File: src/design/rv_front_pkg.sv
`default_nettype none

package rv_front_pkg;

  localparam int XLEN = 64;

  // add also serves loads, stores, jumps and auipc
  typedef enum logic [2:0] {
    ALU_ADD,
    ALU_SUB,
    ALU_XOR,
    ALU_AND,
    ALU_OR,
    ALU_SLL,
    ALU_SRL,
    ALU_SRA
  } alu_op_e;

  typedef enum logic [3:0] {
    MEM_NONE,
    MEM_LB,
    MEM_LH,
    MEM_LW,
    MEM_LD,
    MEM_LBU,
    MEM_LHU,
    MEM_LWU,
    MEM_SB,
    MEM_SH,
    MEM_SW,
    MEM_SD
  } mem_op_e;

  // execute class, one per opcode group
  typedef enum logic [3:0] {
    EXC_NONE,
    EXC_AUIPC,
    EXC_LUI,
    EXC_JAL,
    EXC_JALR,
    EXC_LOAD,
    EXC_STORE,
    EXC_BRANCH,
    EXC_OPIMM,
    EXC_OPIMM32,
    EXC_OP,
    EXC_OP32
  } exc_op_e;

  typedef enum logic [1:0] {
    PC_INC4,
    PC_BRANCH,
    PC_JAL,
    PC_JALR
  } pc_op_e;

  typedef struct packed {
    logic [4:0]      rs1_idx;
    logic [4:0]      rs2_idx;
    logic [4:0]      rd_idx;
    logic [XLEN-1:0] imm;
    logic            need_rs1;
    logic            need_rs2;
    logic            need_rd;
    logic            need_imm;
    alu_op_e         alu_op;
    mem_op_e         mem_op;
    exc_op_e         exc_op;
    pc_op_e          pc_op;
  } decode_t;

  typedef struct packed {
    logic [XLEN-1:0] pc;
    logic [31:0]     inst;
  } fetch_t;

  typedef struct packed {
    logic [XLEN-1:0] pc;
    decode_t         dec;
    logic [XLEN-1:0] rs1_val;
    logic [XLEN-1:0] rs2_val;
  } issue_t;

  // read-only wishbone master request
  typedef struct packed {
    logic            cyc;
    logic            stb;
    logic [XLEN-1:0] adr;
  } wb_req_t;

endpackage

`default_nettype wire

File: src/design/inst_fetch.sv
`default_nettype none

module inst_fetch import rv_front_pkg::*; #(
  parameter logic [XLEN-1:0] RESET_PC = '0
) (
  input  logic        clk,
  input  logic        rst_n,
  input  logic [31:0] wb_dat,
  input  logic        wb_ack,
  input  logic        fetch_ready,
  output wb_req_t     wb,
  output logic        fetch_valid,
  output fetch_t      fetch
);

  logic            req_q;
  logic [XLEN-1:0] pc_q;
  logic            buf_valid_q;
  fetch_t          buf_q;
  logic            ack_hit;
  logic            drain;
  logic            start;

  assign ack_hit = req_q && wb_ack;
  assign drain   = buf_valid_q && fetch_ready;

  // a read only goes out once the buffer is free,
  // so an ack can never land on a held word
  assign start = !req_q && (!buf_valid_q || drain);

  always_ff @(posedge clk or negedge rst_n) begin
    if (!rst_n) begin
      req_q       <= 1'b0;
      pc_q        <= RESET_PC;
      buf_valid_q <= 1'b0;
    end else begin
      if (ack_hit) begin
        req_q <= 1'b0;
        pc_q  <= pc_q + XLEN'(4);
      end else if (start) begin
        req_q <= 1'b1;
      end
      if (ack_hit) begin
        buf_valid_q <= 1'b1;
      end else if (drain) begin
        buf_valid_q <= 1'b0;
      end
    end
  end

  // word captured together with its address
  always_ff @(posedge clk) begin
    if (ack_hit) begin
      buf_q.pc   <= pc_q;
      buf_q.inst <= wb_dat;
    end
  end

  always_comb begin
    wb.cyc = req_q;
    wb.stb = req_q;
    wb.adr = pc_q;
  end

  assign fetch_valid = buf_valid_q;
  assign fetch       = buf_q;

endmodule

`default_nettype wire

File: src/design/inst_decode.sv
`default_nettype none

module inst_decode import rv_front_pkg::*; (
  input  logic [31:0] inst,
  output decode_t     dec
);

  logic [6:0] opcode;
  logic [2:0] funct3;
  logic [6:0] funct7;
  logic [4:0] rd;
  logic [4:0] rs1;
  logic [4:0] rs2;

  assign opcode = inst[6:0];
  assign rd     = inst[11:7];
  assign funct3 = inst[14:12];
  assign rs1    = inst[19:15];
  assign rs2    = inst[24:20];
  assign funct7 = inst[31:25];

  // opcode classes kept by this front end
  logic t_load, t_store, t_branch, t_jalr, t_jal;
  logic t_opimm, t_op, t_auipc, t_lui, t_opimm32, t_op32;

  assign t_load    = (opcode == 7'b0000011);
  assign t_store   = (opcode == 7'b0100011);
  assign t_branch  = (opcode == 7'b1100011);
  assign t_jalr    = (opcode == 7'b1100111);
  assign t_jal     = (opcode == 7'b1101111);
  assign t_opimm   = (opcode == 7'b0010011);
  assign t_op      = (opcode == 7'b0110011);
  assign t_auipc   = (opcode == 7'b0010111);
  assign t_lui     = (opcode == 7'b0110111);
  assign t_opimm32 = (opcode == 7'b0011011);
  assign t_op32    = (opcode == 7'b0111011);

  logic f7_zero, f7_alt;
  logic sh_zero, sh_alt;

  assign f7_zero = (funct7 == 7'b0000000);
  assign f7_alt  = (funct7 == 7'b0100000);
  // rv64 shift amounts take funct7 bit 0
  assign sh_zero = (funct7[6:1] == 6'b000000);
  assign sh_alt  = (funct7[6:1] == 6'b010000);

  // formats
  logic r_fmt, i_fmt, s_fmt, b_fmt, u_fmt, j_fmt;

  assign r_fmt = t_op | t_op32;
  assign i_fmt = t_load | t_opimm | t_opimm32 | t_jalr;
  assign s_fmt = t_store;
  assign b_fmt = t_branch;
  assign u_fmt = t_auipc | t_lui;
  assign j_fmt = t_jal;

  logic need_rs1, need_rs2, need_rd, need_imm;

  assign need_rs1 = r_fmt | i_fmt | s_fmt | b_fmt;
  assign need_rs2 = r_fmt | s_fmt | b_fmt;
  assign need_rd  = r_fmt | i_fmt | u_fmt | j_fmt;
  assign need_imm = i_fmt | s_fmt | b_fmt | u_fmt | j_fmt;

  logic [XLEN-1:0] imm_i, imm_s, imm_b, imm_u, imm_j;

  assign imm_i = {{(XLEN-11){inst[31]}}, inst[30:20]};
  assign imm_s = {{(XLEN-11){inst[31]}}, inst[30:25], inst[11:7]};
  assign imm_b = {{(XLEN-12){inst[31]}}, inst[7], inst[30:25], inst[11:8], 1'b0};
  assign imm_u = {{(XLEN-31){inst[31]}}, inst[30:12], 12'b0};
  assign imm_j = {{(XLEN-20){inst[31]}}, inst[19:12], inst[20], inst[30:21], 1'b0};

  // alu groups, 32-bit and 64-bit forms together
  logic alu_add, alu_sub, alu_xor, alu_and, alu_or, alu_sll, alu_srl, alu_sra;

  assign alu_add = ((t_op | t_op32) & (funct3 == 3'b000) & f7_zero)
                 | ((t_opimm | t_opimm32) & (funct3 == 3'b000))
                 | t_load | t_store | t_jal | t_jalr | t_auipc;
  assign alu_sub = (t_op | t_op32) & (funct3 == 3'b000) & f7_alt;
  assign alu_xor = (t_op & (funct3 == 3'b100) & f7_zero) | (t_opimm & (funct3 == 3'b100));
  assign alu_or  = (t_op & (funct3 == 3'b110) & f7_zero) | (t_opimm & (funct3 == 3'b110));
  assign alu_and = (t_op & (funct3 == 3'b111) & f7_zero) | (t_opimm & (funct3 == 3'b111));
  assign alu_sll = ((t_op | t_op32 | t_opimm32) & (funct3 == 3'b001) & f7_zero)
                 | (t_opimm & (funct3 == 3'b001) & sh_zero);
  assign alu_srl = ((t_op | t_op32 | t_opimm32) & (funct3 == 3'b101) & f7_zero)
                 | (t_opimm & (funct3 == 3'b101) & sh_zero);
  assign alu_sra = ((t_op | t_op32 | t_opimm32) & (funct3 == 3'b101) & f7_alt)
                 | (t_opimm & (funct3 == 3'b101) & sh_alt);

  always_comb begin
    dec.rs1_idx  = need_rs1 ? rs1 : 5'd0;
    dec.rs2_idx  = need_rs2 ? rs2 : 5'd0;
    dec.rd_idx   = need_rd ? rd : 5'd0;
    dec.need_rs1 = need_rs1;
    dec.need_rs2 = need_rs2;
    dec.need_rd  = need_rd;
    dec.need_imm = need_imm;

    if (i_fmt)      dec.imm = imm_i;
    else if (s_fmt) dec.imm = imm_s;
    else if (b_fmt) dec.imm = imm_b;
    else if (u_fmt) dec.imm = imm_u;
    else if (j_fmt) dec.imm = imm_j;
    else            dec.imm = '0;

    // M ops fall through to add
    if (alu_add)      dec.alu_op = ALU_ADD;
    else if (alu_sub) dec.alu_op = ALU_SUB;
    else if (alu_xor) dec.alu_op = ALU_XOR;
    else if (alu_and) dec.alu_op = ALU_AND;
    else if (alu_or)  dec.alu_op = ALU_OR;
    else if (alu_sll) dec.alu_op = ALU_SLL;
    else if (alu_srl) dec.alu_op = ALU_SRL;
    else if (alu_sra) dec.alu_op = ALU_SRA;
    else              dec.alu_op = ALU_ADD;

    dec.mem_op = MEM_NONE;
    if (t_load) begin
      case (funct3)
        3'b000:  dec.mem_op = MEM_LB;
        3'b001:  dec.mem_op = MEM_LH;
        3'b010:  dec.mem_op = MEM_LW;
        3'b011:  dec.mem_op = MEM_LD;
        3'b100:  dec.mem_op = MEM_LBU;
        3'b101:  dec.mem_op = MEM_LHU;
        3'b110:  dec.mem_op = MEM_LWU;
        default: dec.mem_op = MEM_NONE;
      endcase
    end else if (t_store) begin
      case (funct3)
        3'b000:  dec.mem_op = MEM_SB;
        3'b001:  dec.mem_op = MEM_SH;
        3'b010:  dec.mem_op = MEM_SW;
        3'b011:  dec.mem_op = MEM_SD;
        default: dec.mem_op = MEM_NONE;
      endcase
    end

    if (t_auipc)          dec.exc_op = EXC_AUIPC;
    else if (t_lui)       dec.exc_op = EXC_LUI;
    else if (t_jal)       dec.exc_op = EXC_JAL;
    else if (t_jalr)      dec.exc_op = EXC_JALR;
    else if (t_load)      dec.exc_op = EXC_LOAD;
    else if (t_store)     dec.exc_op = EXC_STORE;
    else if (t_branch)    dec.exc_op = EXC_BRANCH;
    else if (t_opimm)     dec.exc_op = EXC_OPIMM;
    else if (t_opimm32)   dec.exc_op = EXC_OPIMM32;
    else if (t_op)        dec.exc_op = EXC_OP;
    else if (t_op32)      dec.exc_op = EXC_OP32;
    else                  dec.exc_op = EXC_NONE;

    if (b_fmt)                              dec.pc_op = PC_BRANCH;
    else if (t_jal)                         dec.pc_op = PC_JAL;
    else if (t_jalr && (funct3 == 3'b000))  dec.pc_op = PC_JALR;
    else                                    dec.pc_op = PC_INC4;
  end

endmodule

`default_nettype wire

File: src/design/reg_file.sv
`default_nettype none

module reg_file import rv_front_pkg::*; (
  input  logic            clk,
  input  logic [4:0]      rs1_idx,
  input  logic [4:0]      rs2_idx,
  input  logic            wr_en,
  input  logic [4:0]      wr_idx,
  input  logic [XLEN-1:0] wr_data,
  output logic [XLEN-1:0] rs1_val,
  output logic [XLEN-1:0] rs2_val
);

  // x0 has no storage
  logic [XLEN-1:0] regs [1:31];

  always_ff @(posedge clk) begin
    if (wr_en && (wr_idx != 5'd0)) begin
      regs[wr_idx] <= wr_data;
    end
  end

  // no bypass, a same-cycle write shows up next cycle
  always_comb begin
    rs1_val = '0;
    rs2_val = '0;
    if (rs1_idx != 5'd0) rs1_val = regs[rs1_idx];
    if (rs2_idx != 5'd0) rs2_val = regs[rs2_idx];
  end

endmodule

`default_nettype wire

File: src/design/decode_stage.sv
`default_nettype none

module decode_stage import rv_front_pkg::*; (
  input  logic            clk,
  input  logic            rst_n,
  input  logic            fetch_valid,
  input  fetch_t          fetch,
  input  logic            issue_ready,
  input  logic            wr_en,
  input  logic [4:0]      wr_idx,
  input  logic [XLEN-1:0] wr_data,
  output logic            fetch_ready,
  output logic            issue_valid,
  output issue_t          issue
);

  decode_t         dec;
  logic [XLEN-1:0] rs1_val;
  logic [XLEN-1:0] rs2_val;
  logic            accept;

  inst_decode u_decode (
    .inst (fetch.inst),
    .dec  (dec)
  );

  reg_file u_regs (
    .clk     (clk),
    .rs1_idx (dec.rs1_idx),
    .rs2_idx (dec.rs2_idx),
    .wr_en   (wr_en),
    .wr_idx  (wr_idx),
    .wr_data (wr_data),
    .rs1_val (rs1_val),
    .rs2_val (rs2_val)
  );

  // room when empty or leaving this cycle
  assign fetch_ready = !issue_valid || issue_ready;
  assign accept      = fetch_valid && fetch_ready;

  always_ff @(posedge clk or negedge rst_n) begin
    if (!rst_n) begin
      issue_valid <= 1'b0;
    end else if (accept) begin
      issue_valid <= 1'b1;
    end else if (issue_ready) begin
      issue_valid <= 1'b0;
    end
  end

  always_ff @(posedge clk) begin
    if (accept) begin
      issue.pc      <= fetch.pc;
      issue.dec     <= dec;
      issue.rs1_val <= rs1_val;
      issue.rs2_val <= rs2_val;
    end
  end

endmodule

`default_nettype wire

File: src/design/rv_front_top.sv
`default_nettype none

module rv_front_top import rv_front_pkg::*; #(
  parameter logic [XLEN-1:0] RESET_PC = '0
) (
  input  logic            clk,
  input  logic            rst_n,
  input  logic [31:0]     wb_dat,
  input  logic            wb_ack,
  input  logic            issue_ready,
  input  logic            wr_en,
  input  logic [4:0]      wr_idx,
  input  logic [XLEN-1:0] wr_data,
  output wb_req_t         wb,
  output logic            issue_valid,
  output issue_t          issue
);

  logic   fetch_valid;
  logic   fetch_ready;
  fetch_t fetch;

  inst_fetch #(
    .RESET_PC (RESET_PC)
  ) u_fetch (
    .clk         (clk),
    .rst_n       (rst_n),
    .wb_dat      (wb_dat),
    .wb_ack      (wb_ack),
    .fetch_ready (fetch_ready),
    .wb          (wb),
    .fetch_valid (fetch_valid),
    .fetch       (fetch)
  );

  // decode, operand read and issue register
  decode_stage u_stage (
    .clk         (clk),
    .rst_n       (rst_n),
    .fetch_valid (fetch_valid),
    .fetch       (fetch),
    .issue_ready (issue_ready),
    .wr_en       (wr_en),
    .wr_idx      (wr_idx),
    .wr_data     (wr_data),
    .fetch_ready (fetch_ready),
    .issue_valid (issue_valid),
    .issue       (issue)
  );

endmodule

`default_nettype wire

File: config.mk
export PLATFORM = sky130hd
export DESIGN_NAME = rv_front_top
export DESIGN_NICKNAME = d
export VERILOG_FILES = /design/src/design/rv_front_pkg.sv /design/src/design/inst_fetch.sv /design/src/design/inst_decode.sv /design/src/design/reg_file.sv /design/src/design/decode_stage.sv /design/src/design/rv_front_top.sv
export SDC_FILE = /design/constraint.sdc
export NUM_CORES = 2
export LEC_CHECK = 0
export BUFFER_PORTS_ARGS = -buffer_cell sky130_fd_sc_hd__buf_2
export CAP_MARGIN = 5
export CORE_ASPECT_RATIO = 2
export CORE_MARGIN = 3
export CORE_UTILIZATION = 30
export DETAILED_ROUTE_END_ITERATION = 10
export HOLD_SLACK_MARGIN = 0.15
export PLACE_DENSITY = 0.56
export SYNTH_ARGS = -nofsm -noshare
export SYNTH_HDL_FRONTEND = slang
export SYNTH_SLANG_ARGS = --single-unit
File: constraint.sdc
create_clock -name clk -period 16.42 [get_ports clk]
set_clock_uncertainty 0.05 [all_clocks]
set_input_delay 1.642 -clock clk [delete_from_list [all_inputs] [get_ports clk]]
set_output_delay 1.642 -clock clk [all_outputs]
set_load 0.01 [all_outputs]
# ---- Word-level counts from Yosys, hierarchy flattened
# Memories as Yosys holds them, arrays and structs flattened. A register that Yosys moved wholly into a read port is not among the register bits.
# Index checks and enable logic that the tools add are counted.
dict set report classes {
  n_reduce_logical 25
  bitwise_logic 53
  n_mux 38
  eq_ne 20
  n_addsub 1
}
# operator n
set ops {}
lappend ops {{2-to-1 mux 64 bit} 5}
lappend ops {{adder 64 x 3 -> 64 bit (second input constant)} 1}
lappend ops {{== test 7 x 6 -> 1 bit (second input constant)} 5}
lappend ops {{OR 1 bit} 30}
lappend ops {{2-to-1 mux 3 bit} 8}
lappend ops {{2-to-1 mux 4 bit} 6}
lappend ops {{bitwise AND 1 bit} 23}
lappend ops {{== test 7 x 5 -> 1 bit (second input constant)} 3}
lappend ops {{== test 7 bit (second input constant)} 3}
lappend ops {{case mux 3 bit (7 select lines)} 1}
lappend ops {{case mux 4 bit (4 select lines)} 1}
lappend ops {{nonzero test 5 bit} 3}
lappend ops {{== test 3 bit (second input constant)} 4}
lappend ops {{2-to-1 mux 2 bit} 6}
lappend ops {{2-to-1 mux 5 bit} 2}
lappend ops {{2-to-1 mux 1 bit} 9}
lappend ops {{== test 7 x 2 -> 1 bit (second input constant)} 1}
lappend ops {{logical NOT 7 bit} 1}
lappend ops {{OR reduction 7 bit} 1}
lappend ops {{== test 3 x 2 -> 1 bit (second input constant)} 2}
lappend ops {{== test 6 x 5 -> 1 bit (second input constant)} 1}
lappend ops {{logical NOT 6 bit} 1}
lappend ops {{nonzero test 2 bit} 3}
lappend ops {{logical AND 1 bit} 5}
lappend ops {{other kinds (7)} 12}
dict set report word_totals {
  elab_cells 161
  input_bits 106
  regBits 323
  ramBits 1984
  mem_count 1
}
# name words width read_ports rd_ports_with_merged_regs write_ports line_no
set mem_list {}
lappend mem_list {u_stage.u_regs.regs 31 64 2 2 1 reg_file.sv:15} ;# logic [XLEN-1:0] regs [1:31];

# ---- Longest topological paths before layout
dict set report logic_depth {
  depth_word 13
  depth_mapped 11
}

# ---- Cells and area by module
# A second synthesis with hierarchy kept.
dict set report unflattened {
  cells_unflattened 6391
  area_unflattened_um2 108714.3
}
# module cells_each area_per_inst_um2 instances
set modules_own_cells {}
lappend modules_own_cells {reg_file 5540 92834.0 1}
lappend modules_own_cells {decode_stage 292 8702.1 1}
lappend modules_own_cells {inst_fetch 368 5929.4 1}
lappend modules_own_cells {inst_decode 191 1248.7 1}

# ---- Worst setup path after synthesis
# OpenSTA, ideal clock, no wires.
dict set report synth_timing {
  kind {input -> register}
  start {input port issue_ready}
  end {register u_stage.issue[0] (netlist name)}
  setup_ns 0.646
  cell_stages 2
  setup_slack_ns 8.224
  arrival_time_ns 7.500
  required_ns 15.724
  path_buffers 0
  cell_sequence {nand2b_1 -> and2_1}
}
dict set report synth_via {
  elab_chain_cells 2
}
# item line_no
set synth_rtl {}
lappend synth_rtl {{start, declared} rv_front_top.sv:10} ;# input logic issue_ready,
lappend synth_rtl {{logical OR 1 bit} decode_stage.sv:39} ;# assign fetch_ready = !issue_valid || issue_ready;
lappend synth_rtl {{logical AND 1 bit} --}
lappend synth_rtl {{net u_fetch.drain} inst_fetch.sv:21} ;# logic drain;
# The timed path passes the listed nets, and every way through them passes these cells.
# A chain may end at the register's enable or synchronous reset.

# ---- Worst setup path in the final report
dict set report layout_timing {
  start {register u_fetch.fetch[20] (netlist name)}
  end {register u_stage.issue[22] (netlist name)}
}
dict set report layout_via {
  elab_chain_cells 3
}
# item line_no
set layout_rtl {}
lappend layout_rtl {{2-to-1 mux 5 bit (*)} inst_decode.sv:91} ;# dec.rs2_idx = need_rs2 ? rs2 : 5'd0;
lappend layout_rtl {{nonzero test 5 bit} reg_file.sv:28} ;# if (rs2_idx != 5'd0) rs2_val = regs[rs2_idx];
lappend layout_rtl {{logical NOT 1 bit (no line)} --}
# Every way passes the cells marked *; elsewhere a longest branch is shown, timed or not.

==> reports/metrics.cfg <==
[run_status]
status=complete, no violations

[routing]
vias=80940
via_per_inst=6.338
drt_iter0_markers=12680
final_antenna_net_count=0
dr.pass1.iters=7
wl_per_cell_um=39.10
drt_wl_total_mm=499.4
drc=0

[sta]
worst_slack_ns=10.37
fin_crit_sh_pct=36.82
tightest_slew_ns=1.352
fin_crit_ns=6.046
fin_setup_tns_ns=0
clock.fmax_mhz=165.4
drv_slew=0
max-slew-margin-rel_pct=9.853
final_hold_viol_count=0
setup_viol=0
rsz0062_at_grt=false

[global_route]
grt_overflow=0
grt_pass1_vias=79640
gr-usage-all-layers_pct=25.87
grt_pass1_wl_mm=666.7
antenna_found_initial=89
grt_max_degree=126

[critical_path]
worst_setup_path_start_kind=flop
cpMostUsedCell=buf_4
worstSetupEndpointType=flop
reg2reg_depth=10
worstSetupPathType=flop to flop
r2r_slack_ns=10.37
timing.rr.end=u_stage.issue[22]
crit_path_max_incr_delay_ns=0.75
cp.arrival_ns=6.60
cp-startpoint=u_fetch.fetch[20]
cp_max_fo=111
crit_chain=buf_4, buf_4, buf_12, buf_4, buf_4, mux2i_1, o2bb2ai_1, o31ai_1, nor4_1, nor3_1
timing.rr.start=u_fetch.fetch[20]
worstPathRequired_ns=16.97
crit_path_top_delay_cell=buf_4

[worst_hold_path]
min_from=u_fetch.fetch[74]
holdPathStages=0
whs_endpoint=u_stage.issue[266]
hold_path_class=flop to flop

[place]
port_buffers=456
place_area_um2=116800
gp_congestion=0.8705
post-place-ws_ns=10.68
dp_hpwl_mm=287.5

[pwr]
finalPower_mw=13.53
irDropWorstVdd_mv=0.09575
power.static_leakage_nw=40.65
power_density_nw_per_um2=108.8

[cells_and_area]
stdcell_area_um2=124400
area_growth_pct=14.30
fillers=34620
utilization_pct=34.44
drive_gt1_share_pct=22.24
nets=7841

[clock_tree]
cts-hold-fix-buffers=0
cts_tree=done
clk_pin_slew_ns=0.07
cts.sink_count=2397
insertion_delay_ns=0.95
htree_levels=4
root_buffer=clkbuf_16
cts_buffers=229
post_cts_buffers=0
cts_buffer_depth=4
ctsResizeCount=0

[floorplan]
dieWidth_um=431.9
start_util_pct=30.14
design.die.area_um2=370400
ios=461
rows=312
fp.dieH_um=857.7
core_area_um2=361100

[yosys]
ys_types=82
syn_inst=7480
syn_area_per_cell_um2=14.55
ys_ff_latch=2397
syn-cell-area_um2=108800
async_flop_share_pct=2.712
synth_edf_count=2332
synth_top_flop_cell=edfxtp_1
yosysSeqAreaShare_pct=65.85
yosysWarnings=0

[flow_run]
maxCapViolCount=0

## report_power, final
group          internal, mW  switching, mW
logic                 0.340          0.865
clock network          2.85           2.47
registers              6.88          0.131
total                  10.1           3.46
## worst max-delay path, delay by kind of cell, from the launching register on
family | cells | cell delay [ns]
mux | 1 | 0.18
compound gates | 2 | 0.86
simple gates | 2 | 0.80
buf+inv | 5 | 3.15
flops | 1 | 0.37
## cells by family (layout without fill, tap and decap cells)
logic type | Yosys count | in the layout | share of synthesized area, %
AND/OR/NAND/NOR | 1393 | 1393 | 6.240
XOR/XNOR | 62 | 62 | 0.4990
adder cells (fa/ha/maj) | 1 | 1 | 0.01150
flip-flops | 2397 | 2397 | 65.85
multiplexers | 1089 | 1089 | 12.49
AO/OA/AOI/OAI | 1799 | 1799 | 12.06
buffers and inverters | 738 | 1161 | 2.853
other | 1 | 159 | 0.003446
## flip-flops by register name, indices dropped and copies added (netlist names)
register,count
u_fetch.fetch_valid,1
u_fetch.fetch,94
u_stage.u_regs.regs,1984
u_stage.issue_valid,1
u_fetch.req_q,1
u_stage.issue,254
u_fetch.pc_q,62
## stage by stage
stage / hold slack, ns / cells
floorplan: 0.3503 / 7483
global placement: 0.3544 / 12210
detailed placement: 0.3563 / 12210
CTS: 0.3388 / 12620
global route: 0.3750 / 12740
finish: 0.3701 / 12770
## cells in the final DEF, fill, tap and decap left out, types with 51 or more instances in the layout
cell	count
nor4_1	109
nand4_1	86
mux2i_1	448
o211a_1	64
mux4_2	167
a221oi_1	122
dfrtp_1	65
o211ai_1	90
buf_4	226
buf_2	456
o2111ai_1	67
a21oi_1	230
nor2_1	178
nand3_1	156
or3_1	55
clkinv_1	58
edfxtp_1	2332
nor3_1	65
a222oi_1	64
nand2_1	518
nand2b_1	67
mux2_2	472
a22oi_1	271
a2bb2oi_1	66
clkbuf_16	230
o22ai_1	139
diode_2	155
a211oi_1	51
o21ai_0	272
## routing by layer
| metal | up-vias | routed length [um] | track usage, % |
|---|---|---|---|
| met5 | - | 392 | 0 |
| met4 | 62 | 45370 | 20.74 |
| met3 | 2020 | 54550 | 5.775 |
| met2 | 6935 | 237500 | 42.65 |
| met1 | 41020 | 161500 | 28.65 |
| li1 | 30910 | - | - |
## cell usage after synthesis (122+ instances only)
cell type / number / area, um^2
edfxtp_1: 2332 / 70030
a21oi_1: 230 / 1151
nand2_1: 519 / 1948
o21ai_0: 272 / 1361
mux4_2: 167 / 3761
mux2i_1: 448 / 4484
nand3_1: 158 / 790.8
nor2_1: 202 / 758.2
a221oi_1: 122 / 1069
o22ai_1: 139 / 869.6
mux2_2: 472 / 5315
a22oi_1: 271 / 2034
clkbuf_1: 457 / 1715
## area by class of cell
class,count,area (um^2),share of cell area (%)
Sequential cell,2397,71650,57.61
Multi-Input combinational cell,4348,34580,27.80
Clock buffer,265,5907,4.749
Tap cell,4710,5893,4.738
Timing Repair Buffer,708,4514,3.630
Clock inverter,138,1239,0.9959
Antenna cell,155,387.9,0.3119
Inverter,50,202.7,0.1630
## how the worst max path moves through the flow
stage / endpoint / slack (ns) / cells after the start
global placement: u_stage.issue[27] / 10.69 / 10
floorplan: u_stage.issue[0] / 8.22 / 2
finish: u_stage.issue[22] / 10.37 / 10
CTS: u_stage.issue[27] / 10.65 / 10
global route: u_stage.issue[22] / 10.27 / 10
detailed placement: u_stage.issue[27] / 10.68 / 10
Note: power is estimated with default switching activity, not from simulation.
